==> src/verilog/rv_front_pkg.sv <==
package rv_front_pkg;

  // Address width of the front end
  parameter int XLEN = 32;

  typedef logic [XLEN-1:0] addr_t;

  // Next-PC source chosen by the arbiter
  typedef enum logic [1:0] {
    PC_SEL_SEQUENTIAL = 2'd0,
    PC_SEL_PREDICTED  = 2'd1,
    PC_SEL_REDIRECT   = 2'd2
  } pc_sel_e;

  // Execute redirect, also used for the decode late prediction
  typedef struct packed {
    logic  valid;
    addr_t tgt;
  } redirect_t;

  // Predictor training from execute
  typedef struct packed {
    logic  valid;
    addr_t pc;
    addr_t tgt;
    logic  is_return;
    logic  is_call;
  } bp_update_t;

  // BTB lookup result for the current PC
  typedef struct packed {
    logic  hit;
    logic  pred_taken;
    logic  is_return;
    addr_t tgt;
  } btb_meta_t;

  // RAS top entry
  typedef struct packed {
    logic  valid;
    addr_t tgt;
  } ras_meta_t;

  // Request bundle handed to IF
  typedef struct packed {
    addr_t     pc;
    addr_t     pc_next;
    btb_meta_t btb;
    ras_meta_t ras;
    logic      redir_pending;
  } fetch_req_t;

endpackage

==> src/verilog/rv_pipe_ctrl.sv <==
`timescale 1ns/1ps

module rv_pipe_ctrl #(
  parameter int REG = 1
) (
  input  logic clk,
  input  logic rst_n,
  input  logic stall_i,
  output logic valid_o,
  output logic advance_o
);

  // Source stage, so it moves whenever the hazard unit allows
  assign advance_o = !stall_i;

  if (REG != 0) begin : g_reg
    logic valid_q;

    // Valid drops on any stalled edge and comes back on the next free one
    always_ff @(posedge clk) begin
      if (!rst_n) begin
        valid_q <= 1'b0;
      end else begin
        valid_q <= !stall_i;
      end
    end

    assign valid_o = valid_q;
  end else begin : g_pass
    // Combinational valid, same cycle as the request
    assign valid_o = !stall_i;
  end

endmodule

==> src/verilog/rv_pipe_data.sv <==
`timescale 1ns/1ps

module rv_pipe_data #(
  parameter int WIDTH = 32,
  parameter int REG   = 1
) (
  input  logic             clk,
  input  logic             rst_n,
  input  logic             advance_i,
  input  logic [WIDTH-1:0] data_i,
  output logic [WIDTH-1:0] data_o
);

  if (REG != 0) begin : g_reg
    logic [WIDTH-1:0] data_q;

    // Holds while stalled, clears to zero on reset
    always_ff @(posedge clk) begin
      if (!rst_n) begin
        data_q <= '0;
      end else if (advance_i) begin
        data_q <= data_i;
      end
    end

    assign data_o = data_q;
  end else begin : g_pass
    assign data_o = data_i;
  end

endmodule

==> src/verilog/rv_btb.sv <==
`timescale 1ns/1ps

module rv_btb #(
  parameter int ENTRIES = 8
) (
  input  logic                    clk,
  input  logic                    rst_n,
  input  rv_front_pkg::addr_t      pc_i,
  input  rv_front_pkg::bp_update_t update_i,
  input  rv_front_pkg::ras_meta_t  ras_i,
  output rv_front_pkg::btb_meta_t  meta_o
);

  // Index from pc[IDX_W+1:2] and tag from the bits above it
  localparam int IDX_W = $clog2(ENTRIES);
  localparam int TAG_W = rv_front_pkg::XLEN - IDX_W - 2;

  logic                valid_q [ENTRIES];
  logic [TAG_W-1:0]    tag_q   [ENTRIES];
  rv_front_pkg::addr_t tgt_q   [ENTRIES];
  logic                ret_q   [ENTRIES];

  logic [IDX_W-1:0] rd_idx;
  logic [TAG_W-1:0] rd_tag;
  logic [IDX_W-1:0] wr_idx;
  logic [TAG_W-1:0] wr_tag;
  logic             rd_hit;

  assign rd_idx = pc_i[IDX_W+1:2];
  assign rd_tag = pc_i[rv_front_pkg::XLEN-1:IDX_W+2];
  assign wr_idx = update_i.pc[IDX_W+1:2];
  assign wr_tag = update_i.pc[rv_front_pkg::XLEN-1:IDX_W+2];

  // Valid bits clear on reset and set on every update
  always_ff @(posedge clk) begin
    if (!rst_n) begin
      for (int i = 0; i < ENTRIES; i++) begin
        valid_q[i] <= 1'b0;
      end
    end else if (update_i.valid) begin
      valid_q[wr_idx] <= 1'b1;
    end
  end

  // Newest update replaces the entry payload on an index conflict
  always_ff @(posedge clk) begin
    if (update_i.valid) begin
      tag_q[wr_idx] <= wr_tag;
      tgt_q[wr_idx] <= update_i.tgt;
      ret_q[wr_idx] <= update_i.is_return;
    end
  end

  assign rd_hit = valid_q[rd_idx] && (tag_q[rd_idx] == rd_tag);

  // Lookup for the current PC
  always_comb begin
    meta_o = '0;
    if (rd_hit) begin
      meta_o.hit       = 1'b1;
      meta_o.is_return = ret_q[rd_idx];
      if (ret_q[rd_idx]) begin
        // Returns follow the RAS and stay unpredicted while it is empty
        meta_o.pred_taken = ras_i.valid;
        meta_o.tgt        = ras_i.tgt;
      end else begin
        meta_o.pred_taken = 1'b1;
        meta_o.tgt        = tgt_q[rd_idx];
      end
    end
  end

endmodule

==> src/verilog/rv_ras.sv <==
`timescale 1ns/1ps

module rv_ras #(
  parameter int DEPTH = 4
) (
  input  logic                   clk,
  input  logic                   rst_n,
  input  logic                   push_i,
  input  logic                   pop_i,
  input  rv_front_pkg::addr_t     push_addr_i,
  output rv_front_pkg::ras_meta_t top_o
);

  localparam int PTR_W = $clog2(DEPTH);
  localparam int CNT_W = $clog2(DEPTH + 1);

  rv_front_pkg::addr_t stack_q [DEPTH];
  logic [PTR_W-1:0]    top_q;
  logic [CNT_W-1:0]    cnt_q;
  logic [PTR_W-1:0]    ptr_inc;
  logic [PTR_W-1:0]    ptr_dec;
  logic                do_pop;
  logic                full;

  // Circular pointer arithmetic, DEPTH need not be a power of two
  assign ptr_inc = (top_q == PTR_W'(DEPTH - 1)) ? '0 : top_q + 1'b1;
  assign ptr_dec = (top_q == '0) ? PTR_W'(DEPTH - 1) : top_q - 1'b1;
  assign full    = (cnt_q == CNT_W'(DEPTH));
  // Pop on empty is dropped
  assign do_pop  = pop_i && (cnt_q != '0);

  always_ff @(posedge clk) begin
    if (!rst_n) begin
      top_q <= '0;
      cnt_q <= '0;
    end else if (push_i && !do_pop) begin
      // Full push overwrites the oldest slot, count saturates
      top_q <= ptr_inc;
      if (!full) begin
        cnt_q <= cnt_q + 1'b1;
      end
    end else if (do_pop && !push_i) begin
      top_q <= ptr_dec;
      cnt_q <= cnt_q - 1'b1;
    end
  end

  // Push with pop replaces the top in place
  always_ff @(posedge clk) begin
    if (push_i && do_pop) begin
      stack_q[top_q] <= push_addr_i;
    end else if (push_i) begin
      stack_q[ptr_inc] <= push_addr_i;
    end
  end

  assign top_o.valid = (cnt_q != '0);
  assign top_o.tgt   = top_o.valid ? stack_q[top_q] : '0;

endmodule

==> src/verilog/rv_pc_sel.sv <==
`timescale 1ns/1ps

module rv_pc_sel (
  input  logic                   stall_i,
  input  rv_front_pkg::redirect_t redirect_i,
  input  rv_front_pkg::redirect_t late_pred_i,
  input  rv_front_pkg::btb_meta_t btb_i,
  output rv_front_pkg::pc_sel_e   pc_sel_o,
  output rv_front_pkg::addr_t     redir_tgt_o,
  output rv_front_pkg::addr_t     pred_tgt_o,
  output logic                   btb_early_o,
  output logic                   ras_pop_o
);

  // Redirect target only matters when the redirect wins
  assign redir_tgt_o = redirect_i.tgt;

  // Fixed priority: redirect, late prediction, BTB, then pc + 4
  always_comb begin
    pc_sel_o    = rv_front_pkg::PC_SEL_SEQUENTIAL;
    pred_tgt_o  = btb_i.tgt;
    btb_early_o = 1'b0;
    if (redirect_i.valid) begin
      pc_sel_o = rv_front_pkg::PC_SEL_REDIRECT;
    end else if (late_pred_i.valid) begin
      pc_sel_o   = rv_front_pkg::PC_SEL_PREDICTED;
      pred_tgt_o = late_pred_i.tgt;
    end else if (btb_i.pred_taken) begin
      // Early prediction, the sequential fetch never went out
      pc_sel_o    = rv_front_pkg::PC_SEL_PREDICTED;
      btb_early_o = 1'b1;
    end
  end

  // A taken BTB return already implies a valid RAS top
  // Pop only when that prediction is consumed by an advancing stage
  always_comb begin
    ras_pop_o = 1'b0;
    if (!stall_i && btb_early_o && btb_i.is_return) begin
      ras_pop_o = 1'b1;
    end
  end

endmodule

==> src/verilog/rv_stage_pc.sv <==
`timescale 1ns/1ps

module rv_stage_pc #(
  parameter int                  PC_REG   = 1,
  parameter rv_front_pkg::addr_t RESET_PC = 32'h0000_1000
) (
  input  logic                    clk,
  input  logic                    rst_n,
  input  logic                    stall_i,
  input  rv_front_pkg::pc_sel_e    pc_sel_i,
  input  rv_front_pkg::addr_t      redir_tgt_i,
  input  rv_front_pkg::addr_t      pred_tgt_i,
  input  logic                    btb_early_i,
  input  rv_front_pkg::btb_meta_t  btb_i,
  input  rv_front_pkg::ras_meta_t  ras_i,
  output rv_front_pkg::addr_t      pc_o,
  output logic                    valid_o,
  output rv_front_pkg::fetch_req_t fetch_o
);

  localparam int REQ_W = $bits(rv_front_pkg::fetch_req_t);

  rv_front_pkg::addr_t      pc_q;
  rv_front_pkg::addr_t      pc_next;
  logic                     advance;
  logic                     redir_pending;
  rv_front_pkg::fetch_req_t req;

  // Next-PC mux
  always_comb begin
    case (pc_sel_i)
      rv_front_pkg::PC_SEL_REDIRECT:   pc_next = redir_tgt_i;
      rv_front_pkg::PC_SEL_PREDICTED:  pc_next = pred_tgt_i;
      rv_front_pkg::PC_SEL_SEQUENTIAL: pc_next = pc_q + 32'd4;
      default:                         pc_next = pc_q + 32'd4;
    endcase
  end

  // PC register, held while stalled
  always_ff @(posedge clk) begin
    if (!rst_n) begin
      pc_q <= RESET_PC;
    end else if (advance) begin
      pc_q <= pc_next;
    end
  end

  assign pc_o = pc_q;

  // Hazard unit needs an extended flush when the wrong-path fetch already left
  // Redirects always, late predictions too, but not BTB early predictions
  assign redir_pending = (pc_sel_i == rv_front_pkg::PC_SEL_REDIRECT) ||
                         ((pc_sel_i == rv_front_pkg::PC_SEL_PREDICTED) && !btb_early_i);

  // Bundle for IF
  always_comb begin
    req               = '0;
    req.pc            = pc_q;
    req.pc_next       = pc_next;
    req.btb           = btb_i;
    req.ras           = ras_i;
    req.redir_pending = redir_pending;
  end

  // Valid and advance for the PC to IF boundary
  rv_pipe_ctrl #(
    .REG(PC_REG)
  ) pipe_ctrl_i (
    .clk      (clk),
    .rst_n    (rst_n),
    .stall_i  (stall_i),
    .valid_o  (valid_o),
    .advance_o(advance)
  );

  // One register for the whole request keeps PC and metadata aligned
  rv_pipe_data #(
    .WIDTH(REQ_W),
    .REG  (PC_REG)
  ) pipe_req_i (
    .clk      (clk),
    .rst_n    (rst_n),
    .advance_i(advance),
    .data_i   (req),
    .data_o   (fetch_o)
  );

endmodule

==> src/verilog/rv_front.sv <==
`timescale 1ns/1ps

module rv_front #(
  parameter int                  PC_REG      = 1,
  parameter rv_front_pkg::addr_t RESET_PC    = 32'h0000_1000,
  parameter int                  BTB_ENTRIES = 8,
  parameter int                  RAS_DEPTH   = 4
) (
  input  logic                    clk,
  input  logic                    rst_n,
  input  logic                    stall_i,
  input  rv_front_pkg::redirect_t  redirect_i,
  input  rv_front_pkg::redirect_t  late_pred_i,
  input  rv_front_pkg::bp_update_t bp_update_i,
  output logic                    valid_o,
  output rv_front_pkg::fetch_req_t fetch_o
);

  rv_front_pkg::addr_t     pc;
  rv_front_pkg::btb_meta_t btb_meta;
  rv_front_pkg::ras_meta_t ras_top;
  rv_front_pkg::pc_sel_e   pc_sel;
  rv_front_pkg::addr_t     redir_tgt;
  rv_front_pkg::addr_t     pred_tgt;
  logic                    btb_early;
  logic                    ras_pop;
  logic                    ras_push;
  rv_front_pkg::addr_t     ras_push_addr;

  // Calls push their return address when execute trains the predictor
  assign ras_push      = bp_update_i.valid && bp_update_i.is_call;
  assign ras_push_addr = bp_update_i.pc + 32'd4;

  // Lookup with the live PC, return entries read the RAS top
  rv_btb #(
    .ENTRIES(BTB_ENTRIES)
  ) btb_i (
    .clk     (clk),
    .rst_n   (rst_n),
    .pc_i    (pc),
    .update_i(bp_update_i),
    .ras_i   (ras_top),
    .meta_o  (btb_meta)
  );

  rv_ras #(
    .DEPTH(RAS_DEPTH)
  ) ras_i (
    .clk        (clk),
    .rst_n      (rst_n),
    .push_i     (ras_push),
    .pop_i      (ras_pop),
    .push_addr_i(ras_push_addr),
    .top_o      (ras_top)
  );

  rv_pc_sel pc_sel_i (
    .stall_i    (stall_i),
    .redirect_i (redirect_i),
    .late_pred_i(late_pred_i),
    .btb_i      (btb_meta),
    .pc_sel_o   (pc_sel),
    .redir_tgt_o(redir_tgt),
    .pred_tgt_o (pred_tgt),
    .btb_early_o(btb_early),
    .ras_pop_o  (ras_pop)
  );

  rv_stage_pc #(
    .PC_REG  (PC_REG),
    .RESET_PC(RESET_PC)
  ) stage_pc_i (
    .clk        (clk),
    .rst_n      (rst_n),
    .stall_i    (stall_i),
    .pc_sel_i   (pc_sel),
    .redir_tgt_i(redir_tgt),
    .pred_tgt_i (pred_tgt),
    .btb_early_i(btb_early),
    .btb_i      (btb_meta),
    .ras_i      (ras_top),
    .pc_o       (pc),
    .valid_o    (valid_o),
    .fetch_o    (fetch_o)
  );

endmodule

==> config.mk <==
export PLATFORM = sky130hd
export DESIGN_NAME = rv_front
export DESIGN_NICKNAME = d
export VERILOG_FILES = /design/src/verilog/rv_front_pkg.sv /design/src/verilog/rv_pipe_ctrl.sv /design/src/verilog/rv_pipe_data.sv /design/src/verilog/rv_btb.sv /design/src/verilog/rv_ras.sv /design/src/verilog/rv_pc_sel.sv /design/src/verilog/rv_stage_pc.sv /design/src/verilog/rv_front.sv
export SDC_FILE = /design/constraint.sdc
export NUM_CORES = 1
export LEC_CHECK = 0
export BUFFER_PORTS_ARGS = -buffer_cell sky130_fd_sc_hd__buf_2
export CAP_MARGIN = 0
export CORE_MARGIN = 10
export CORE_UTILIZATION = 54
export DETAILED_ROUTE_END_ITERATION = 8
export PLACE_DENSITY = 0.79
export SLEW_MARGIN = 25
export SYNTH_ARGS = -nofsm -noshare
export SYNTH_HDL_FRONTEND = slang
export SYNTH_HIERARCHICAL = 1
export SYNTH_SLANG_ARGS = --single-unit
==> constraint.sdc <==
create_clock -name clk -period 6 [get_ports clk]
set_clock_uncertainty 0.05 [all_clocks]
set_input_delay 0.9 -clock clk [delete_from_list [all_inputs] [get_ports clk]]
set_output_delay 0.9 -clock clk [all_outputs]
set_load 0.1 [all_outputs]
Word level (Yosys, flattened, before mapping)
Memory sizes are Yosys's and may differ from the RTL's. A register that Yosys moved wholly into a read port is not among the register bits.
Index checks and enable logic that the tools add are counted.
W data, S select, Z words.
{"block": "word_totals", "output_inout_bits": 134, "memories": 5, "ramBits": 616, "elab_cells": 89, "input_bits": 136, "register_bits": 171}
{"block": "op_classes", "n_reduce_logical": 20, "mux": 47, "n_eq_ne": 6, "addsub": 6}
{"name": "btb_i.tgt_q", "depth": 8, "word_bits": 32, "rd": 1, "rd_clocked_by_memory_dff": 1, "wr": 1, "line_no": "rv_btb.sv:20", "rtl": "rv_front_pkg::addr_t tgt_q [ENTRIES];"}
{"name": "btb_i.tag_q", "depth": 8, "word_bits": 27, "rd": 1, "rd_clocked_by_memory_dff": 1, "wr": 1, "line_no": "rv_btb.sv:19", "rtl": "logic [TAG_W-1:0] tag_q [ENTRIES];"}
{"name": "ras_i.stack_q", "depth": 4, "word_bits": 32, "rd": 1, "rd_clocked_by_memory_dff": 1, "wr": 1, "line_no": "rv_ras.sv:17", "rtl": "rv_front_pkg::addr_t stack_q [DEPTH];"}
{"name": "btb_i.ret_q", "depth": 8, "word_bits": 1, "rd": 1, "rd_clocked_by_memory_dff": 1, "wr": 1, "line_no": "rv_btb.sv:21", "rtl": "logic ret_q [ENTRIES];"}
{"name": "btb_i.valid_q", "depth": 8, "word_bits": 1, "rd": 1, "rd_clocked_by_memory_dff": 1, "wr": 8, "line_no": "rv_btb.sv:18", "rtl": "logic valid_q [ENTRIES];"}
{"operator": "$mux W32", "n": 5}
{"operator": "$add A32 B3 Y32 const B", "n": 2}
{"operator": "$pmux W32 S2", "n": 1}
{"operator": "$mux W3", "n": 12}
{"operator": "$mux W35", "n": 1}
{"operator": "$reduce_or A32 Y1", "n": 1}
{"operator": "$eq A27 B27 Y1", "n": 1}
{"operator": "$mux W1", "n": 19}
{"operator": "$mux W2", "n": 9}
{"operator": "$logic_and A1 B1 Y1", "n": 9}
{"operator": "$eq A2 B2 Y1 const B", "n": 2}
{"operator": "$logic_not A1 Y1", "n": 4}
{"operator": "$add A3 B1 Y3 const B", "n": 1}
{"operator": "$eq A3 B3 Y1 const B", "n": 1}
{"operator": "$reduce_bool A3 Y1", "n": 1}
{"operator": "$sub A3 B1 Y3 const B", "n": 1}
{"operator": "$add A2 B1 Y2 const B", "n": 1}
{"operator": "$eq A2 B1 Y1 const B", "n": 1}
{"operator": "$logic_not A2 Y1", "n": 1}
{"operator": "$ne A2 B2 Y1 const B", "n": 1}
{"operator": "$reduce_and A2 Y1", "n": 1}
{"operator": "$reduce_bool A2 Y1", "n": 1}
{"operator": "$sub A2 B1 Y2 const B", "n": 1}
{"operator": "$logic_or A1 B1 Y1", "n": 1}
{"operator": "$reduce_or A1 Y1", "n": 1}

Depth between registers and ports, before layout
Gate-level depths: netlist (run 1).
{"block": "depth", "ltp_word": 16, "depth_mapped": 22, "ltp_nobuf": 15}

Hierarchy
Netlist (run 1), hierarchy kept.
{"module": "rv_btb", "seq_area_each_um2": 14574.0, "cells_per_inst": 910, "instances": 1, "area_each_um2": 19525.0}
{"module": "rv_ras", "seq_area_each_um2": 3983.8, "cells_per_inst": 256, "instances": 1, "area_each_um2": 5338.9}
{"module": "rv_pipe_data", "seq_area_each_um2": 2662.6, "cells_per_inst": 428, "instances": 1, "area_each_um2": 5087.4}
{"module": "rv_stage_pc", "seq_area_each_um2": 640.6, "cells_per_inst": 413, "instances": 1, "area_each_um2": 2971.6}
{"module": "rv_pc_sel", "seq_area_each_um2": 0.0, "cells_per_inst": 74, "instances": 1, "area_each_um2": 817.0}
{"module": "rv_front", "seq_area_each_um2": 0.0, "cells_per_inst": 82, "instances": 1, "area_each_um2": 571.8}
{"module": "rv_pipe_ctrl", "seq_area_each_um2": 20.0, "cells_per_inst": 3, "instances": 1, "area_each_um2": 30.0}

Worst setup path before layout (run 1)
Ideal clock, no wire load.
{"block": "synth_timing", "kind": "input port to flip-flop", "from": "input bp_update_i[38] (netlist bit)", "to": "memory btb_i.ret_q[0], enable pin", "required_ns": 5.395, "n_path_buf": 0, "path_slack_ns": 0.183, "setup_time_ns": 0.555, "stages": 2, "arrival_time_ns": 5.212, "cell_sequence": "nand2b_1 -> nor3_1"}
{"item": "start, declared", "line_no": "rv_front.sv:14", "rtl": "input rv_front_pkg::bp_update_t bp_update_i,"}
{"item": "end, declared", "line_no": "rv_btb.sv:21"}
No word-level cell before the write port.

==> results_tabular.tex, run 1 <==
\begin{tabular}{lr}
\hline
Metric & Value \\
\hline
\multicolumn{2}{l}{\textbf{Outcome}} \\
Outcome & finished, final reports clean \\
\multicolumn{2}{l}{\textbf{Die}} \\
Starting density of the core & 54.5\% \\
Die extent in x & 272 µm \\
Ports & 270 \\
Number of core rows & 92 \\
Area of the core & 63000 µm² \\
Die Footprint & 74100 µm² \\
Chip height & 272 µm \\
\multicolumn{2}{l}{\textbf{STA}} \\
Tcrit/Tclk final & 90.2\% \\
Maximum operating frequency & 0.185 GHz \\
Count of endpoints failing hold in the final timing report & 0 \\
Setup repair after global routing missed its margin & no \\
Count of pins over their slew limit & 0 \\
Setup-violating endpoint count in the final report & 0 \\
Worst slew margin relative to its limit & 30.2\% \\
Worst Tran Pin Value & 1.04 ns \\
Setup TNS after final layout & 0 ns \\
Min Clock Period, post-route & 5.41 ns \\
\multicolumn{2}{l}{\textbf{Worst setup path}} \\
Element type at the critical path start & register \\
Required time of the critical path & 6.23 ns \\
Data arrival time of the critical path & 5.64 ns \\
Maximum net fanout on the critical path & 35 \\
Type of element capturing the critical path & register \\
Setup CP Type & reg2reg \\
\multicolumn{2}{l}{\textbf{Synthesis}} \\
Yosys warning count & 6 \\
Cell count after synthesis & 2166 \\
Cell types occupying the most area after synthesis & edfxtp\_1 (53\%), dfxtp\_1 (11\%), mux4\_2 (8.3\%) \\
Most common cell in the synthesized netlist & edfxtp\_1 \\
Share of synthesized flip-flops with an asynchronous set or reset & 0\% \\
Top post-synthesis cells by count & edfxtp\_1 (608), mux2i\_1 (217), dfxtp\_1 (181) \\
Register bit count reported by yosys & 789 \\
Number of enable-type register cells in the synthesized netlist & 608 \\
Syn nets & 2313 \\
Share of Yosys cell area claimed by the top area cell type & 53.2\% \\
Number of distinct library cells after synthesis & 77 \\
Netlist area before placement & 34300 µm² \\
Top FF cell, synth & edfxtp\_1 \\
Register area share after synthesis & 63.7\% \\
Largest area contributor in the netlist & edfxtp\_1 \\
Syn avg cell area & 15.9 µm² \\
\multicolumn{2}{l}{\textbf{Clock tree}} \\
TritonCTS clock tree & built \\
Number of buffers inserted during clock tree synthesis & 80 \\
Clock latency of the later-clocked register in the worst-skew pair & 0.66 ns \\
Clock slew seen by the registers of the worst setup and hold paths & 0.06 ns \\
Number of hold buffers added after cts & 0 \\
Clock root cell & clkbuf\_16 \\
Clock sink count & 789 \\
Bufs on Longest Clock Path & 3 \\
Number of levels the H-tree was split into & 3 \\
Number of post-CTS setup repair buffers & 0 \\
Number of gates resized after CTS & 0 \\
\multicolumn{2}{l}{\textbf{Route}} \\
Starting DRC count in detailed routing & 2451 \\
Detail Route Antenna Nets & 0 \\
Average routed wire per standard cell & 28.3 µm \\
Number of DRC violations after detailed routing & 0 \\
Vias after detailed routing & 20.8k \\
DRT Pass-1 Iters & 7 \\
Average via count per standard cell & 6.26 \\
Wirelength, routed & 94000 µm \\
\multicolumn{2}{l}{\textbf{Power and ir drop}} \\
Clock network fraction of total power & 41.0\% \\
Leakage power of the design & 13.4 nW \\
VDD IR max & 0.252 mV \\
Power share of the combinational group & 11.2\% \\
Sequential Power Share & 47.8\% \\
Power spent charging and discharging nets & 3.25 mW \\
Power Dens Cells & 333 nW/µm² \\
Sw frac & 25.1\% \\
Internal Dissipation & 9.72 mW \\
\multicolumn{2}{l}{\textbf{Global route}} \\
Global-route wire length before repair & 138000 µm \\
Number of global-route vias before repair & 20.5k \\
Total global routing track utilization & 24.9\% \\
Maximum number of pins on one net before global-route repair & 112 \\
Total gr overflow & 0 \\
Number of antenna violations at the first check in global routing & 21 \\
\multicolumn{2}{l}{\textbf{Cells and area}} \\
Fraction of final layout cells sized beyond drive strength 1 & 27.5\% \\
Filler cell count in the final layout & 4441 \\
NumNets Final & 2547 \\
Utilization of the core after routing & 61.9\% \\
Synthesis-to-layout area growth & 13.5\% \\
\multicolumn{2}{l}{\textbf{Place}} \\
RePlAce Congestion & 0.914 \\
Number of port buffers & 269 \\
Detail Placement HPWL & 62200 µm \\
\multicolumn{2}{l}{\textbf{Min path}} \\
Path class of the lowest-slack min-delay path & reg2reg \\
\multicolumn{2}{l}{\textbf{Run}} \\
Reported max-cap violation count & 0 \\
\hline
\end{tabular}
==> layer usage <==
layer	track usage, %	routed length (µm)	vias to the layer above
li1	-	-	8872
met1	32.9	36800	10400
met2	40.0	45200	1201
met3	5.56	8530	221
met4	9.04	3310	18
met5	0	120	-
==> placed cells by master, fill, tap and decap left out, types with 26 or more instances in the layout <==
master and instances:
edfxtp_1 608, buf_2 268, mux2i_1 216, dfxtp_1 176, nor2b_1 140, mux4_2 126, nand2_1 81, clkbuf_16 81
buf_4 51, nor2_1 50, o21ai_0 49, and2_1 46, xnor2_1 40, nor4_2 31, mux2_4 30, nand3_1 26
==> area by class of cell <==
class / instances / area, µm² / area share [%]
flip-flops and latches: 789 / 21900 / 56.2
multi-input cells: 1186 / 11300 / 29.0
clock buffers: 99 / 2130 / 5.48
repair buffers: 324 / 1820 / 4.68
well taps: 846 / 1060 / 2.72
clock inverters: 50 / 684 / 1.76
inverters: 19 / 78.8 / 0.202
diodes: 6 / 15.0 / 0.0385
==> flip-flops by register name (all words and copies together), names as in the netlist, 2 cells and up, named ones only <==
signal,count
ras_i/cnt_q,3
ras_i/top_q,2
ras_i/stack_q,128
btb_i/ret_q,8
btb_i/valid_q,8
btb_i/tgt_q,256
btb_i/tag_q,216
stage_pc_i/pipe_req_i/data_o,133
stage_pc_i/pc_o,32
==> worst max-delay path: stages, from the launching register on <==
cell	delay [ns]
dfxtp_4	0.74
buf_4	0.33
mux4_2	0.51
mux2i_1	0.26
xor2_1	0.20
nand4_1	0.12
or3_2	0.47
nor4_2	0.44
nor3b_1	0.32
and3b_1	0.19
nand2_1	0.10
ha_1	0.28
mux2i_1	0.20
o21ai_0	0.19
nor2_2	0.12
buf_4	0.43
==> logic make-up after synthesis <==
group                      share of synthesized area, %
buffers and inverters                              3.68
xor gates and xnor gates                           1.56
DFF                                                63.7
and+or+nand+nor                                    8.89
AOI/OAI and AO/OA                                  4.40
muxes                                              17.3
adders and majority gates                         0.423
==> power groups by stage <==
| stage | sequential (mW) | combinational (mW) | clock [mW] |
|---|---|---|---|
| global route | 6.22 | 1.52 | 5.59 |
| detailed placement | 6.32 | 1.42 | 0 |
| floorplan | 6.52 | 0.785 | 0 |
| CTS | 6.21 | 1.44 | 5.36 |
| finish | 6.21 | 1.45 | 5.32 |
| global placement | 6.30 | 1.40 | 0 |
==> path summary, 6_finish.rpt <==
| kind | startpoint | end | slack [ns] | cells after the start |
|---|---|---|---|---|
| worst max register to register | stage_pc_i/pc_o[2] | ras_i/stack_q[0][13] | 0.59 | 15 |
| worst min-delay path | btb_i/valid_q[1] | btb_i/valid_q[1] | 0.42 | 1 |
| worst max-delay path | stage_pc_i/pc_o[2] | ras_i/stack_q[0][13] | 0.59 | 15 |
| worst min register to register | btb_i/valid_q[1] | btb_i/valid_q[1] | 0.42 | 1 |
==> per-stage QoR <==
step / hold WS (ns) / cell area (µm²) / total power [mW] / instances / setup WS, ns
floorplan: 0.385 / 34300 / 7.30 / 2166 / 0.183
global placement: 0.394 / 36100 / 7.70 / 3162 / 0.836
detailed placement: 0.405 / 36100 / 7.74 / 3163 / 0.643
CTS: 0.396 / 38900 / 13.0 / 3312 / 0.576
global route: 0.408 / 39000 / 13.3 / 3316 / 0.254
finish: 0.416 / 39000 / 13.0 / 3319 / 0.587
Note: power is estimated with default switching activity, not from simulation.
==> inputs of run 2 (changes only) <==
CORE_UTILIZATION = 35   (was 54)
PLACE_DENSITY = 0.56   (was 0.79)
TNS_END_PERCENT = 100   (was unset)
==> run 2 against run 1 <==
- combinational power about the same
- fmax increased by 1.2%
- via count decreased by 3.2%
- sequential share of layout area decreased by 0.91 points
- global-route usage decreased by 7.7 points
- critical path type unchanged
- largest cell class unchanged
==> results_tabular.tex, run 2 (synthesis results as in run 1) <==
\begin{tabular}{lr}
\hline
Metric & Value \\
\hline
\multicolumn{2}{l}{\textbf{Power and ir drop}} \\
Leakage power of the design & 13.4 nW (+0.17\%) \\
Power Dens Cells & 330 nW/µm² (-1.0\%) \\
VDD IR max & 0.229 mV (-9.3\%) \\
\multicolumn{2}{l}{\textbf{STA}} \\
Post-route worst setup slack & 0.653 ns (+0.0654 ns) \\
Setup-violating endpoint count in the final report & 0 (unchanged) \\
Setup TNS after final layout & 0 ns (unchanged) \\
Tcrit/Tclk final & 89.1\% (-1.1 points) \\
Worst Hold Slack & 0.416 ns (+0.000888 ns) \\
Count of endpoints failing hold in the final timing report & 0 (unchanged) \\
Setup repair after global routing missed its margin & no \\
Count of pins over their slew limit & 0 (unchanged) \\
Worst slew margin relative to its limit & 34.7\% (+4.5 points) \\
Maximum operating frequency & 0.187 GHz (+1.2\%) \\
Min Clock Period, post-route & 5.35 ns (-0.0654 ns) \\
Worst Tran Pin Value & 0.971 ns (-0.0653 ns) \\
\multicolumn{2}{l}{\textbf{Outcome}} \\
Outcome & finished, final reports clean \\
\multicolumn{2}{l}{\textbf{Worst setup path}} \\
Data arrival time of the critical path & 5.58 ns (-0.06 ns) \\
Maximum net fanout on the critical path & 44 (+26\%) \\
Element type at the critical path start & register \\
Crit-path cells & buf\_12 -> mux4\_2 -> mux2i\_1 -> xnor2\_1 -> nor4\_2 -> nand3\_2 -> nor4\_2 -> nor3b\_1 -> and3b\_1 -> nand2\_1 -> ha\_1 -> mux2i\_1 -> o21bai\_1 -> nor2\_2 -> buf\_4 \\
Buffers plus inverters on the worst setup path & 2 (unchanged) \\
Slowest CP cell & dfxtp\_4 \\
Type of element capturing the critical path & register \\
Required time of the critical path & 6.23 ns (about the same) \\
Setup CP Type & reg2reg \\
CP peak stage delay & 0.64 ns (-0.10 ns) \\
Largest delay contributor family on the critical path & simple AND/OR/NAND/NOR gates \\
\multicolumn{2}{l}{\textbf{Die}} \\
Die extent in x & 333 µm (+22\%) \\
Chip height & 333 µm (+22\%) \\
Number of core rows & 114 (+24\%) \\
Starting density of the core & 35.4\% (-19 points) \\
Ports & 270 (unchanged) \\
Die Footprint & 111000 µm² (+50\%) \\
Area of the core & 97000 µm² (+54\%) \\
\multicolumn{2}{l}{\textbf{Place}} \\
Inst Count DP & 3591 (+14\%) \\
Placement-stage worst setup slack & 0.555 ns (-0.0878 ns) \\
RePlAce Congestion & 0.829 (-9.3\%) \\
Detail Placement HPWL & 67000 µm (+7.7\%) \\
Number of port buffers & 269 (unchanged) \\
\multicolumn{2}{l}{\textbf{Clock tree}} \\
Bufs on Longest Clock Path & 3 (unchanged) \\
Number of gates resized after CTS & 0 (unchanged) \\
Clock root cell & clkbuf\_16 \\
TritonCTS clock tree & built \\
Clock sink count & 789 (unchanged) \\
Number of levels the H-tree was split into & 3 (unchanged) \\
Clock slew seen by the registers of the worst setup and hold paths & 0.06 ns (about the same) \\
Number of post-CTS setup repair buffers & 0 (unchanged) \\
Clock latency of the later-clocked register in the worst-skew pair & 0.66 ns (about the same) \\
Number of hold buffers added after cts & 0 (unchanged) \\
Number of buffers inserted during clock tree synthesis & 85 (+6.3\%) \\
\multicolumn{2}{l}{\textbf{Global route}} \\
Number of antenna violations at the first check in global routing & 32 (+52\%) \\
Global-route wire length before repair & 143000 µm (+3.3\%) \\
Number of global-route vias before repair & 20.1k (-1.9\%) \\
Total gr overflow & 0 (unchanged) \\
Maximum number of pins on one net before global-route repair & 110 (-1.8\%) \\
Total global routing track utilization & 17.2\% (-7.7 points) \\
\multicolumn{2}{l}{\textbf{Route}} \\
Starting DRC count in detailed routing & 1914 (-22\%) \\
Highest routed layer & met5 \\
Vias after detailed routing & 20.1k (-3.2\%) \\
Wire length on met2 & 45600 µm (+0.81\%) \\
DR WL met3 & 5990 µm (-30\%) \\
Wirelength, routed & 98200 µm (+4.4\%) \\
Number of DRC violations after detailed routing & 0 (unchanged) \\
Average via count per standard cell & 5.36 (-14\%) \\
DRT Pass-1 Iters & 5 (-2) \\
Detail Route Antenna Nets & 0 (unchanged) \\
Average routed wire per standard cell & 26.2 µm (-7.5\%) \\
Length of routed wiring on met1 & 44100 µm (+20\%) \\
\multicolumn{2}{l}{\textbf{Cells and area}} \\
Fraction of final layout cells sized beyond drive strength 1 & 27.5\% (about the same) \\
Utilization of the core after routing & 40.8\% (-21 points) \\
Register with the most flip-flops & btb\_i/tgt\_q \\
Synthesis-to-layout area growth & 15.4\% \\
Number of flip-flops in the largest register & 256 (unchanged) \\
Most frequent cells in the layout & edfxtp\_1 (608), buf\_2 (268), mux2i\_1 (216) \\
Most frequent standard cell in the layout excluding fill and tap cells & edfxtp\_1 \\
Post-Layout Cell Count & 3749 (+13\%) \\
NumNets Final & 2549 (+0.079\%) \\
\multicolumn{2}{l}{\textbf{Min path}} \\
Path class of the lowest-slack min-delay path & reg2reg \\
\multicolumn{2}{l}{\textbf{Run}} \\
Reported max-cap violation count & 0 (unchanged) \\
\hline
\end{tabular}
run 2: cell types whose count changed in the layout (fill, tap and decap cells not counted), moves of 3 or more:
cell        change
clkbuf_8        +3
clkinv_2        -3
bufinv_16       -3
buf_12          +6
buf_4           -7
diode_2         -5
clkbuf_16       +5
clkinvlp_4      +3
run 2: layout make-up:
class                      count  area, µm²
inverter                      19       78.8
clock buffer                 109       2310
clock inverter                48        593
fill                        8841      57400
sequential                   789      21900
antenna                        1       2.50
multi-input combinational   1186      11300
tap                         1276       1600
timing repair buffer         321       1850
run 2: path summary, 6_finish.rpt:
check | from | endpoint | cells after the start | slack, ns
min | btb_i/valid_q[3] | btb_i/valid_q[3] | 1 | 0.42
max reg2reg | stage_pc_i/pc_o[2] | ras_i/stack_q[2][2] | 15 | 0.65
max | stage_pc_i/pc_o[2] | ras_i/stack_q[2][2] | 15 | 0.65
min reg2reg | btb_i/valid_q[3] | btb_i/valid_q[3] | 1 | 0.42
run 2: per-stage QoR:
step / total power, mW / instance area (µm²)
3_5_place_dp: 7.77 / 36700
5_1_grt: 13.5 / 39600
4_1_cts: 13.2 / 39600
6_report: 13.1 / 39600
2_1_floorplan: 7.30 / 34300
3_3_place_gp: 7.74 / 36700
run 2: metal layers:
layer / up-vias / track usage [%]
li1: 8882 / -
met1: 10300 / 23.7
met2: 717 / 27.2
met3: 175 / 3.42
met4: 26 / 4.87
met5: - / 0
run 2: where the power goes:
group | leakage [nW] | switching [mW] | internal (mW)
logic | 5.04 | 0.960 | 0.482
clock network | 1.41 | 2.20 | 3.21
registers | 7.00 | 0.124 | 6.08
run 2: worst register-to-register path: cells and delay by family, from the launching register on:
kind            cells  cell delay, ns
simple gates        7            1.90
mux                 3            0.98
buf+inv             2            0.82
flops               1            0.64
fa+ha+maj           1            0.27
compound gates      1            0.20
xor+xnor            1            0.11
